===== src/verilog/rv_pkg.sv =====
`default_nettype none

package rv_pkg;

    localparam int xlen = 32;
    localparam int nr_regs = 16;
    localparam int queue_depth = 4;
    localparam int credit_width = $clog2(queue_depth + 1);  // counts 0 .. queue_depth
    localparam int qptr_width = $clog2(queue_depth);

    localparam logic [xlen-1:0] reset_pc = 32'h0000_0000;

    localparam logic [11:0] csr_mepc = 12'h341;
    localparam logic [11:0] csr_mcause = 12'h342;
    localparam logic [11:0] csr_mstatus = 12'h300;
    localparam logic [11:0] csr_mtvec = 12'h305;

    localparam logic [xlen-1:0] ecall_cause = 32'd11;  // environment call from m-mode

    localparam logic [31:0] inst_ecall = 32'h0000_0073;
    localparam logic [31:0] inst_mret = 32'h3020_0073;
    localparam logic [31:0] inst_fence_i = 32'h0000_100f;

    typedef enum logic [6:0] {
        op_lui    = 7'b0110111,
        op_auipc  = 7'b0010111,
        op_jal    = 7'b1101111,
        op_jalr   = 7'b1100111,
        op_branch = 7'b1100011,
        op_load   = 7'b0000011,
        op_store  = 7'b0100011,
        op_imm    = 7'b0010011,
        op_reg    = 7'b0110011,
        op_system = 7'b1110011,
        op_fence  = 7'b0001111
    } opcode_t;

    typedef enum logic [3:0] {
        alu_add,
        alu_sub,
        alu_slt,
        alu_sltu,
        alu_xor,
        alu_or,
        alu_and,
        alu_sll,
        alu_srl,
        alu_sra,
        alu_eq
    } alu_op_t;

    typedef enum logic [1:0] {
        src1_reg,
        src1_pc,
        src1_zero
    } src1_sel_t;

    typedef enum logic [1:0] {
        src2_imm,
        src2_reg,
        src2_csr_set,    // csrrs
        src2_csr_write   // csrrw
    } src2_sel_t;

    typedef struct packed {
        logic [xlen-1:0] pc;
        logic [31:0]     inst;
    } fetch_entry_t;

    // csr_wen bits: 0 mepc, 1 mcause, 2 mstatus, 3 mtvec
    typedef struct packed {
        logic            reg_wen;
        logic [3:0]      rd;
        logic [xlen-1:0] rd_value;
        logic [3:0]      csr_wen;
        logic [xlen-1:0] csr_value;
    } wb_t;

    typedef struct packed {
        logic [xlen-1:0] pc;
        logic [3:0]      rd;
        logic [xlen-1:0] rs1_value;
        logic [xlen-1:0] rs2_value;
        logic [xlen-1:0] imm;
        alu_op_t         alu_op;
        src1_sel_t       src1_sel;
        src2_sel_t       src2_sel;
        logic            reg_wen;
        logic            mem_wen;
        logic            mem_ren;
        logic            branch;
        logic            invert;
        logic            jump;
        logic [3:0]      csr_wen;
        logic [xlen-1:0] link_value;
        logic            ecall;
        logic            mret;
        logic            fence_i;
        logic [2:0]      funct3;
    } decoded_t;

endpackage

`default_nettype wire


===== src/verilog/fetch_unit.sv =====
`default_nettype none

module fetch_unit (
    input  logic                     clock,
    input  logic                     reset,
    input  logic                     fetch_enable,
    output logic                     imem_req,
    output logic [rv_pkg::xlen-1:0]  imem_addr,
    input  logic [rv_pkg::xlen-1:0]  imem_data,
    output logic                     push_valid,
    output rv_pkg::fetch_entry_t     push_entry,
    input  logic                     credit_return
);
    import rv_pkg::*;

    logic [xlen-1:0]         pc;
    logic [credit_width-1:0] credits;
    logic                    have_credit;

    assign have_credit = (credits != '0);

    // one word per cycle while a queue slot is guaranteed
    assign imem_req = fetch_enable && have_credit;
    assign imem_addr = pc;

    // the accepted word goes straight into the queue this cycle
    assign push_valid = imem_req;
    assign push_entry.pc = pc;
    assign push_entry.inst = imem_data;

    always_ff @(posedge clock) begin
        if (reset) begin
            pc <= reset_pc;
        end else if (push_valid) begin
            pc <= pc + 32'd4;  // no redirect, strictly sequential
        end
    end

    always_ff @(posedge clock) begin
        if (reset) begin
            credits <= credit_width'(queue_depth);
        end else begin
            case ({push_valid, credit_return})
                2'b10: credits <= credits - 1'b1;
                2'b01: credits <= credits + 1'b1;
                default: credits <= credits;  // both or neither, net zero
            endcase
        end
    end

endmodule

`default_nettype wire


===== src/verilog/inst_queue.sv =====
`default_nettype none

module inst_queue (
    input  logic                 clock,
    input  logic                 reset,
    input  logic                 push_valid,
    input  rv_pkg::fetch_entry_t push_entry,
    output logic                 head_valid,
    output rv_pkg::fetch_entry_t head_entry,
    input  logic                 pop,
    output logic                 credit_return
);
    import rv_pkg::*;

    fetch_entry_t            entries [queue_depth];
    logic [qptr_width-1:0]   wr_ptr;
    logic [qptr_width-1:0]   rd_ptr;
    logic [credit_width-1:0] count;

    function automatic logic [qptr_width-1:0] next_ptr(input logic [qptr_width-1:0] ptr);
        if (ptr == qptr_width'(queue_depth - 1)) begin
            return '0;
        end
        return ptr + 1'b1;
    endfunction

    assign head_valid = (count != '0);
    assign head_entry = entries[rd_ptr];

    // freed slot goes back to fetch in the pop cycle
    assign credit_return = pop;

    // no full check, fetch never pushes without a credit
    always_ff @(posedge clock) begin
        if (push_valid) begin
            entries[wr_ptr] <= push_entry;
        end
    end

    always_ff @(posedge clock) begin
        if (reset) begin
            wr_ptr <= '0;
            rd_ptr <= '0;
            count <= '0;
        end else begin
            if (push_valid) begin
                wr_ptr <= next_ptr(wr_ptr);
            end
            if (pop) begin
                rd_ptr <= next_ptr(rd_ptr);
            end
            case ({push_valid, pop})
                2'b10: count <= count + 1'b1;
                2'b01: count <= count - 1'b1;
                default: count <= count;
            endcase
        end
    end

endmodule

`default_nettype wire


===== src/verilog/reg_file.sv =====
`default_nettype none

module reg_file (
    input  logic                    clock,
    input  logic                    reset,
    input  logic [3:0]              rs1_idx,
    input  logic [3:0]              rs2_idx,
    output logic [rv_pkg::xlen-1:0] rs1_value,
    output logic [rv_pkg::xlen-1:0] rs2_value,
    input  logic [11:0]             csr_idx,
    output logic [rv_pkg::xlen-1:0] csr_value,
    input  rv_pkg::wb_t             wb,
    input  logic                    trap_valid,
    input  logic [rv_pkg::xlen-1:0] trap_pc,
    output logic [rv_pkg::xlen-1:0] mepc_out,
    output logic [rv_pkg::xlen-1:0] mtvec_out
);
    import rv_pkg::*;

    logic [xlen-1:0] regs [nr_regs];
    logic [xlen-1:0] mepc;
    logic [xlen-1:0] mcause;
    logic [xlen-1:0] mstatus;
    logic [xlen-1:0] mtvec;

    always_ff @(posedge clock) begin
        if (wb.reg_wen) begin
            regs[wb.rd] <= wb.rd_value;  // x0 slot may be written, it is never read out
        end
    end

    assign rs1_value = (rs1_idx == 4'd0) ? '0 : regs[rs1_idx];
    assign rs2_value = (rs2_idx == 4'd0) ? '0 : regs[rs2_idx];

    always_ff @(posedge clock) begin
        if (reset) begin
            mepc <= '0;
            mcause <= '0;
            mstatus <= '0;
            mtvec <= '0;
        end else begin
            if (trap_valid) begin
                mepc <= trap_pc;  // trap beats writeback
                mcause <= ecall_cause;
            end else begin
                if (wb.csr_wen[0]) mepc <= wb.csr_value;
                if (wb.csr_wen[1]) mcause <= wb.csr_value;
            end
            if (wb.csr_wen[2]) mstatus <= wb.csr_value;
            if (wb.csr_wen[3]) mtvec <= wb.csr_value;
        end
    end

    always_comb begin
        case (csr_idx)
            csr_mepc: csr_value = mepc;
            csr_mcause: csr_value = mcause;
            csr_mstatus: csr_value = mstatus;
            csr_mtvec: csr_value = mtvec;
            default: csr_value = '0;
        endcase
    end

    assign mepc_out = mepc;
    assign mtvec_out = mtvec;

endmodule

`default_nettype wire


===== src/verilog/decode_unit.sv =====
`default_nettype none

module decode_unit (
    input  logic                    clock,
    input  logic                    reset,
    input  logic                    head_valid,
    input  rv_pkg::fetch_entry_t    head_entry,
    output logic                    pop,
    output logic [3:0]              rs1_idx,
    output logic [3:0]              rs2_idx,
    input  logic [rv_pkg::xlen-1:0] rs1_value,
    input  logic [rv_pkg::xlen-1:0] rs2_value,
    output logic [11:0]             csr_idx,
    input  logic [rv_pkg::xlen-1:0] csr_value,
    output logic                    trap_valid,
    output logic [rv_pkg::xlen-1:0] trap_pc,
    output logic                    out_valid,
    input  logic                    out_ready,
    output rv_pkg::decoded_t        out_bundle
);
    import rv_pkg::*;

    logic [31:0]     inst;
    opcode_t         opcode;
    logic [2:0]      funct3;
    logic [xlen-1:0] imm_i;
    logic [xlen-1:0] imm_s;
    logic [xlen-1:0] imm_b;
    logic [xlen-1:0] imm_u;
    logic [xlen-1:0] imm_j;
    logic            is_csr_op;
    decoded_t        next_bundle;

    // shared by op-imm and op: funct3 picks the op, bit 30 picks sub/sra
    function automatic alu_op_t arith_op(input logic [2:0] f3, input logic alt,
                                         input logic allow_sub);
        case (f3)
            3'b000: return (alt && allow_sub) ? alu_sub : alu_add;
            3'b001: return alu_sll;
            3'b010: return alu_slt;
            3'b011: return alu_sltu;
            3'b100: return alu_xor;
            3'b101: return alt ? alu_sra : alu_srl;
            3'b110: return alu_or;
            default: return alu_and;
        endcase
    endfunction

    assign inst = head_entry.inst;
    assign opcode = opcode_t'(inst[6:0]);
    assign funct3 = inst[14:12];
    assign rs1_idx = inst[18:15];  // rv32e, upper index bit unused
    assign rs2_idx = inst[23:20];
    assign csr_idx = inst[31:20];

    assign imm_i = {{20{inst[31]}}, inst[31:20]};
    assign imm_s = {{20{inst[31]}}, inst[31:25], inst[11:7]};
    assign imm_b = {{19{inst[31]}}, inst[31], inst[7], inst[30:25], inst[11:8], 1'b0};
    assign imm_u = {inst[31:12], 12'd0};
    assign imm_j = {{11{inst[31]}}, inst[31], inst[19:12], inst[20], inst[30:21], 1'b0};

    assign is_csr_op = (opcode == op_system) && (funct3 == 3'b001 || funct3 == 3'b010);

    // output slot free or draining this cycle
    assign pop = head_valid && (!out_valid || out_ready);

    assign trap_valid = pop && next_bundle.ecall;
    assign trap_pc = head_entry.pc;

    always_comb begin
        next_bundle = '0;
        next_bundle.pc = head_entry.pc;
        next_bundle.rd = inst[10:7];
        next_bundle.rs1_value = rs1_value;
        next_bundle.rs2_value = rs2_value;
        next_bundle.funct3 = funct3;
        next_bundle.alu_op = alu_add;
        next_bundle.src1_sel = src1_reg;
        next_bundle.src2_sel = src2_imm;
        next_bundle.reg_wen = 1'b1;
        case (opcode)
            op_lui: begin
                next_bundle.imm = imm_u;
                next_bundle.src1_sel = src1_zero;
            end
            op_auipc: begin
                next_bundle.imm = imm_u;
                next_bundle.src1_sel = src1_pc;
            end
            op_jal: begin
                next_bundle.imm = imm_j;
                next_bundle.src1_sel = src1_pc;
                next_bundle.jump = 1'b1;
            end
            op_jalr: begin
                next_bundle.imm = imm_i;
                next_bundle.jump = 1'b1;
            end
            op_branch: begin
                next_bundle.imm = imm_b;
                next_bundle.src2_sel = src2_reg;
                next_bundle.branch = 1'b1;
                next_bundle.reg_wen = 1'b0;
                next_bundle.invert = (funct3 == 3'b001 || funct3 == 3'b101 ||
                                      funct3 == 3'b111);  // bne, bge, bgeu
                case (funct3[2:1])
                    2'b00: next_bundle.alu_op = alu_eq;
                    2'b10: next_bundle.alu_op = alu_slt;
                    default: next_bundle.alu_op = alu_sltu;
                endcase
            end
            op_load: begin
                next_bundle.imm = imm_i;
                next_bundle.mem_ren = 1'b1;
            end
            op_store: begin
                next_bundle.imm = imm_s;
                next_bundle.mem_wen = 1'b1;
                next_bundle.reg_wen = 1'b0;
            end
            op_imm: begin
                next_bundle.imm = imm_i;
                next_bundle.alu_op = arith_op(funct3, inst[30], 1'b0);
            end
            op_reg: begin
                next_bundle.src2_sel = src2_reg;
                next_bundle.alu_op = arith_op(funct3, inst[30], 1'b1);
            end
            op_system: begin
                next_bundle.imm = imm_i;
                if (funct3 == 3'b010) begin
                    next_bundle.src2_sel = src2_csr_set;
                    next_bundle.alu_op = alu_or;
                end else if (funct3 == 3'b001) begin
                    next_bundle.src2_sel = src2_csr_write;
                end
            end
            default: begin
            end
        endcase
        next_bundle.csr_wen[0] = is_csr_op && (csr_idx == csr_mepc);
        next_bundle.csr_wen[1] = is_csr_op && (csr_idx == csr_mcause);
        next_bundle.csr_wen[2] = is_csr_op && (csr_idx == csr_mstatus);
        next_bundle.csr_wen[3] = is_csr_op && (csr_idx == csr_mtvec);
        if (next_bundle.jump) begin
            next_bundle.link_value = head_entry.pc + 32'd4;
        end else if (|next_bundle.csr_wen) begin
            next_bundle.link_value = csr_value;  // old csr value goes to rd
        end
        next_bundle.ecall = (inst == inst_ecall);
        next_bundle.mret = (inst == inst_mret);
        next_bundle.fence_i = (inst == inst_fence_i);
    end

    always_ff @(posedge clock) begin
        if (reset) begin
            out_valid <= 1'b0;
        end else if (pop) begin
            out_valid <= 1'b1;
        end else if (out_ready) begin
            out_valid <= 1'b0;
        end
    end

    always_ff @(posedge clock) begin
        if (pop) begin
            out_bundle <= next_bundle;  // held while stalled
        end
    end

endmodule

`default_nettype wire


===== src/verilog/decode_core.sv =====
`default_nettype none

module decode_core (
    input  logic                    clock,
    input  logic                    reset,
    input  logic                    fetch_enable,
    output logic                    imem_req,
    output logic [rv_pkg::xlen-1:0] imem_addr,
    input  logic [rv_pkg::xlen-1:0] imem_data,
    input  rv_pkg::wb_t             wb,
    output logic                    out_valid,
    input  logic                    out_ready,
    output rv_pkg::decoded_t        out_bundle,
    output logic [rv_pkg::xlen-1:0] mepc_out,
    output logic [rv_pkg::xlen-1:0] mtvec_out
);
    import rv_pkg::*;

    logic            push_valid;
    fetch_entry_t    push_entry;
    logic            credit_return;
    logic            head_valid;
    fetch_entry_t    head_entry;
    logic            pop;
    logic [3:0]      rs1_idx;
    logic [3:0]      rs2_idx;
    logic [xlen-1:0] rs1_value;
    logic [xlen-1:0] rs2_value;
    logic [11:0]     csr_idx;
    logic [xlen-1:0] csr_value;
    logic            trap_valid;
    logic [xlen-1:0] trap_pc;

    fetch_unit fetch0 (
        .clock(clock), .reset(reset), .fetch_enable(fetch_enable),
        .imem_req(imem_req), .imem_addr(imem_addr), .imem_data(imem_data),
        .push_valid(push_valid), .push_entry(push_entry), .credit_return(credit_return)
    );

    inst_queue queue0 (
        .clock(clock), .reset(reset), .push_valid(push_valid), .push_entry(push_entry),
        .head_valid(head_valid), .head_entry(head_entry), .pop(pop),
        .credit_return(credit_return)
    );

    decode_unit decode0 (
        .clock(clock), .reset(reset), .head_valid(head_valid), .head_entry(head_entry),
        .pop(pop), .rs1_idx(rs1_idx), .rs2_idx(rs2_idx), .rs1_value(rs1_value),
        .rs2_value(rs2_value), .csr_idx(csr_idx), .csr_value(csr_value),
        .trap_valid(trap_valid), .trap_pc(trap_pc), .out_valid(out_valid),
        .out_ready(out_ready), .out_bundle(out_bundle)
    );

    reg_file regs0 (
        .clock(clock), .reset(reset), .rs1_idx(rs1_idx), .rs2_idx(rs2_idx),
        .rs1_value(rs1_value), .rs2_value(rs2_value), .csr_idx(csr_idx),
        .csr_value(csr_value), .wb(wb), .trap_valid(trap_valid), .trap_pc(trap_pc),
        .mepc_out(mepc_out), .mtvec_out(mtvec_out)
    );

endmodule

`default_nettype wire


===== config.mk =====
export PLATFORM = sky130hd
export DESIGN_NAME = decode_core
export DESIGN_NICKNAME = d
export VERILOG_FILES = /design/src/verilog/rv_pkg.sv /design/src/verilog/fetch_unit.sv /design/src/verilog/inst_queue.sv /design/src/verilog/reg_file.sv /design/src/verilog/decode_unit.sv /design/src/verilog/decode_core.sv
export SDC_FILE = /design/constraint.sdc
export NUM_CORES = 2
export LEC_CHECK = 0
export ABC_CLOCK_PERIOD_IN_PS = 6350
export BUFFER_PORTS_ARGS = -buffer_cell sky130_fd_sc_hd__buf_2
export CAP_MARGIN = 20
export CELL_PAD_IN_SITES_DETAIL_PLACEMENT = 0
export CELL_PAD_IN_SITES_GLOBAL_PLACEMENT = 1
export CORE_ASPECT_RATIO = 0.8
export CORE_UTILIZATION = 46
export DETAILED_ROUTE_END_ITERATION = 10
export GPL_ROUTABILITY_DRIVEN = 1
export PLACE_DENSITY = 0.79
export SYNTH_ARGS = -nofsm -noshare
export SYNTH_HDL_FRONTEND = slang
export SYNTH_HIERARCHICAL = 1
export SYNTH_SLANG_ARGS = --single-unit
export TNS_END_PERCENT = 1

===== constraint.sdc =====
create_clock -name clock -period 6.35 [get_ports clock]
set_clock_uncertainty 0.1 [all_clocks]
set_input_delay 0.3175 -clock clock [delete_from_list [all_inputs] [get_ports clock]]
set_output_delay 0.3175 -clock clock [all_outputs]
set_load 0.01 [all_outputs]

== Word-level counts from Yosys, hierarchy flattened ==
Memories as Yosys holds them, arrays and structs flattened. A register that Yosys moved wholly into a read port is not among the register bits.
Index checks and enable logic that the tools add are counted.
Storage, ports and cells
  register bits: 295
  memories: 2
  input bits: 109
  memory bits (writable): 768
  logic and storage cells: 143
  output and inout port bits: 286
Memories
  regs0.regs: depth 16, width 32, read ports 2, clocked after Yosys merged registers in 2, write ports 1, line reg_file.sv:20  | logic [xlen-1:0] regs [nr_regs];
  queue0.entries: depth 4, width 64, read ports 1, clocked after Yosys merged registers in 1, write ports 1, line inst_queue.sv:15  | fetch_entry_t entries [queue_depth];
Operators by class
  mux-type cells: 44
  equality and inequality tests: 29
  add/subtract/negate cells: 8
  reductions and logical operators: 31
Operators with widths (count)
  $pmux 32 s5: 1
  $mux 32: 4
  $pmux 32 s4: 1
  $add 32x3->32 const B: 2
  $pmux 4 s7: 2
  $eq 12x10->1 const B: 4
  $eq 32x13->1 const B: 1
  $eq 32x30->1 const B: 1
  $eq 32x7->1 const B: 1
  $eq 7x7->1 const B: 4
  $eq 7x6->1 const B: 3
  $mux 1: 18
  $mux 2: 9
  $pmux 4 s4: 1
  $eq 7x5->1 const B: 2
  $eq 3x3->1 const B: 4
  $pmux 3 s2: 2
  $reduce_or 2->1: 6
  $eq 2x2->1 const B: 4
  $logic_and 1x1->1: 8
  $logic_not 4->1: 2
  $mux 4: 2
  $pmux 2 s2: 2
  $pmux 4 s2: 1
  15 further kinds: 27

== Logic depth before layout (Yosys ltp) ==
  depth after elaboration: 8
  mapped depth: 14
  mapped depth without buffers: 9

== By module ==
The synthesis kept the hierarchy.
Modules (own cells, without submodules)
  reg_file: instances 1, cells an instance 1866, area an instance 27776.6 µm², seq. area each 16976.3 µm²
  inst_queue: instances 1, cells an instance 378, area an instance 9750.6 µm², seq. area each 7867.5 µm²
  decode_unit: instances 1, cells an instance 519, area an instance 7871.3 µm², seq. area each 5665.4 µm²
  fetch_unit: instances 1, cells an instance 252, area an instance 2104.5 µm², seq. area each 660.6 µm²

== Worst setup path after synthesis ==
Ideal clock, no wire load.
  path kind: register to register
  start point: register queue0.count[0]
  end point: register fetch0.credits[2]
  data arrival time: 6.712 ns
  library setup time: 0.132 ns
  path buffers: 1
  clock period less this slack: 6.944 ns
  stages on the path, launching flop included: 10
  required time: 6.118 ns
  slack: -0.594 ns
  cell sequence: dfxtp_1 or3_1 and2_1 buf_4 ha_1 inv_1 fa_1 xor2_1 o21ai_0 or3b_2
On the way
  word-level cells in the longest chain between the ends: 4
  elaborated cells on any way between the ends: 6
  those cells by class: eq/ne (2); mux (1); reduce/logical (3)
Ends and longest elaborated chain
  start, declared: line inst_queue.sv:18  | logic [credit_width-1:0] count;
  start signal, assigned: line inst_queue.sv:53  | 2'b10: count <= count + 1'b1;
  start signal, assigned: line inst_queue.sv:54  | 2'b01: count <= count - 1'b1;
  start signal, assigned: line inst_queue.sv:55  | default: count <= count;
  $reduce_bool 3->1 *: line inst_queue.sv:27  | assign head_valid = (count != '0);
  named net head_valid: line decode_core.sv:22  | logic head_valid;
  $logic_and 1x1->1 *: line decode_unit.sv:65  | assign pop = head_valid && (!out_valid || out_ready);
  named net pop: line decode_core.sv:24  | logic pop;
  $eq 2x1->1 / $eq 2x2->1 (equally long branches): line fetch_unit.sv:43  | case ({push_valid, credit_return})
  $pmux 3 s2 / $reduce_bool 2->1 (equally long branches)
  end signal, assigned: line fetch_unit.sv:44  | 2'b10: credits <= credits - 1'b1;
  end signal, assigned: line fetch_unit.sv:45  | 2'b01: credits <= credits + 1'b1;
  end signal, assigned: line fetch_unit.sv:46  | default: credits <= credits;
  end, declared: line fetch_unit.sv:17  | logic [credit_width-1:0] credits;
Mark *: on every way through the listed nets, which the timed path passes. The rest lies on a longest branch.
A chain may end at the register's enable or synchronous reset.

==> reports/results.txt <==
status = finished, final reports clean
die width = 361 microns
worst-path fanout max = 29
CP required = 6.83 ns
synthesized cell area = 0.0475 sq mm
pin count of the biggest net entering global routing = 123
placed wire-length estimate = 76.0 mm
Least-Margin Pin Slew = 1.14 ns
CTS Buf Count = 106
cell mode on critical path = nor2_1
H-tree level count = 3
Slowest cell on crit path = mux4_2
Peak Freq = 212 MHz
TritonRoute pass-1 iters = 8
total power draw = 0.0243 W
Buffers on Ports = 392
gr usage total = 0.241
final wirelength = 129 mm
post-layout util = 0.530
GR Overflow Total = 0
Endpoint, Worst Hold = regs0/regs[14][30]$_DFFE_PP_
Max-slew headroom = 0.238
Core Area = 0.102 sq mm
CTS Sinks = 1,095
internal reg-to-reg setup slack = 1.63 ns
max-cap viol count = 0
Root Buffer = clkbuf_16
Crit. End Element = register
Post-Syn Instances = 3,015
Crit Path Category = reg -> reg
vias per cell = 6.00
Power Density = 447 mW/mm^2
Reg clk slew, reported paths = 0.07 ns
post-synthesis compound-gate area fraction = 0.0668
area leader, netlist = edfxtp_1
CP max stage delay = 0.67 ns
commonest non-fill, non-tap cell in the layout = edfxtp_1
main combinational cell family by area after synthesis = multiplexers
FF-to-FF End = regs0/mcause[28]$_SDFFE_PP0P_
number of global-route vias before repair = 27,800
asr flop ratio synth = 0
count of distinct cell types in the synthesized netlist = 65
static leakage = 19.5 nW
CP Launch Type = register
vias = 28,700
post-synthesis simple-gate area fraction = 0.0519
RSZ-0062 raised after global routing = false
number of gates resized after CTS = 0
CP cell instances = buf_4 > mux4_2 > nand2b_4 > or3_1 > or3b_2 > nor2_1 > and2_2 > or2_2 > nor2_1
clock tree buffer depth = 3
Hold Path Class = in -> reg
Hold Path Cell Cnt = 3
hold_sp = wb[70]
#FFs+latches synth = 1,095
Adder-Cell Fraction of Synth Area = 0.00321
synth top area cells = edfxtp_1 58%, mux4_2 9.1%, dfxtp_1 7.2%
1st-iter DRT viols = 3,160
R2R cell count = 9
EDFF count, synth = 924
VDD IR-drop max = 0.411 mV
top-area cell type share of the netlist area = 0.584
Min Clock Period, post-route = 4.72 ns
I/O Pins = 395
Final setup viols = 0
layout cells sized above 1 = 0.256
first-pass GRT wire length = 186 mm
Synth Area in XOR/XNOR = 0.00811
post-synthesis mux area share = 0.169
Layout area overhead = 14.4%
placer congestion estimate = 0.845
Initial Util = 0.464
Final Hold Viols = 0
Ys Warns = 6
antenna violations before repair = 6
chip height = 289 microns
drt drc = 0
CTS tree = done
top_reg_cell synth = edfxtp_1
most frequent cells in the layout = 924 x edfxtp_1, 392 x buf_2, 322 x mux2i_1
Cell Rows = 105
die area = 0.105 sq mm
Antenna Violating Nets Remaining = 0
critical path data arrival time = 5.20 ns
DR WL/cell = 27.0 microns
Layout Nets = 3,470
total negative slack = 0 ns
Final period util = 0.743
final slew viol count = 0
worst skew pair latency = 0.73 ns
Avg Cell Area, Syn = 15.8 sq um
post-synthesis sequential area ratio = 0.656
## layout make-up
type                    count  area (sq um)
clock inverters            65           728
flip-flops and latches   1095         31200
multi-input cells        1579         14400
inverters                  17          63.8
fillers                  8258         48100
clock buffers             135          2830
diodes                      2          5.00
repair buffers            551          3480
well taps                1337          1670
## state kept, by name, summed over array words and instances (netlist names), named ones only
register	count
regs0/regs	480
queue0/entries	256
decode0/out_bundle	188
regs0/mcause	32
regs0/mepc_out	32
regs0/mstatus	32
regs0/mtvec_out	32
fetch0/imem_addr	30
fetch0/credits	3
queue0/count	3
queue0/rd_ptr	2
queue0/wr_ptr	2
decode0/out_valid	1
## kinds of logic (layout without fill, tap and decap cells)
logic type | after synthesis | after routing
compound gates | 439 | 439
fa+ha+maj | 11 | 11
mux | 553 | 553
xor+xnor | 44 | 44
buf+inv | 344 | 768
other cells | 1 | 6
flops | 1095 | 1095
simple gates | 528 | 528
## worst max-delay path: cells and delay by family, from the launching register on
kind,cells,cell delay (ns)
buffers and inverters,1,0.40
flip-flops,1,0.59
multiplexers,1,0.67
AND/OR/NAND/NOR,7,2.82
## report_power, final
part | internal (W) | total [W] | switching (W)
combinational | 0.00319 | 0.00824 | 0.00506
sequential | 0.00911 | 0.00960 | 0.000495
clock | 0.00367 | 0.00644 | 0.00277
total | 0.0160 | 0.0243 | 0.00833
## through the flow
stage | cell area, sq um | instances | setup slack [ns] | hold WS (ns)
2_1_floorplan | 47500 | 3018 | 1.64 | 0.287
3_3_place_gp | 49700 | 4475 | 1.68 | 0.370
3_5_place_dp | 49800 | 4477 | 1.61 | 0.382
4_1_cts | 54300 | 4778 | 1.63 | 0.122
5_1_grt | 54400 | 4780 | 1.36 | 0.151
6_report | 54400 | 4781 | 1.63 | 0.163
## repair_timing
| action | in CTS | in global routing |
|---|---|---|
| buffers inserted | 0 | 0 |
| hold buffers | 101 | 0 |
| endpoints found under the hold margin | 759 | 0 |
## per-layer routing
layer	wire [microns]	track usage
met4	3610	0.0762
met3	11100	0.0465
met2	58600	0.364
met5	45	0
met1	55600	0.353
## worst max-delay path by stage
stage / startpoint / to
after floorplan: queue0/count[0]$_SDFFE_PP0P_ / fetch0/credits[2]$_SDFFE_PP1P_
after CTS: register / regs0/mcause[7]$_SDFFE_PP0P_
after global placement: register / regs0/mcause[23]$_SDFFE_PP0P_
after global routing: register / regs0/mepc_out[19]$_SDFFE_PP0P_
final: register / regs0/mcause[28]$_SDFFE_PP0P_
after detailed placement: register / regs0/mcause[28]$_SDFFE_PP0P_
## synthesized netlist by cell type, types with 34 or more instances
cell type	n
edfxtp_1	924
mux4_2	191
dfxtp_1	171
clkbuf_1	102
nand2_1	38
buf_2	58
a22o_1	64
buf_4	127
nor2_1	308
a21oi_1	125
o22ai_1	60
mux2i_1	322
mux2_2	34
Power figures use the tool's default switching activity.
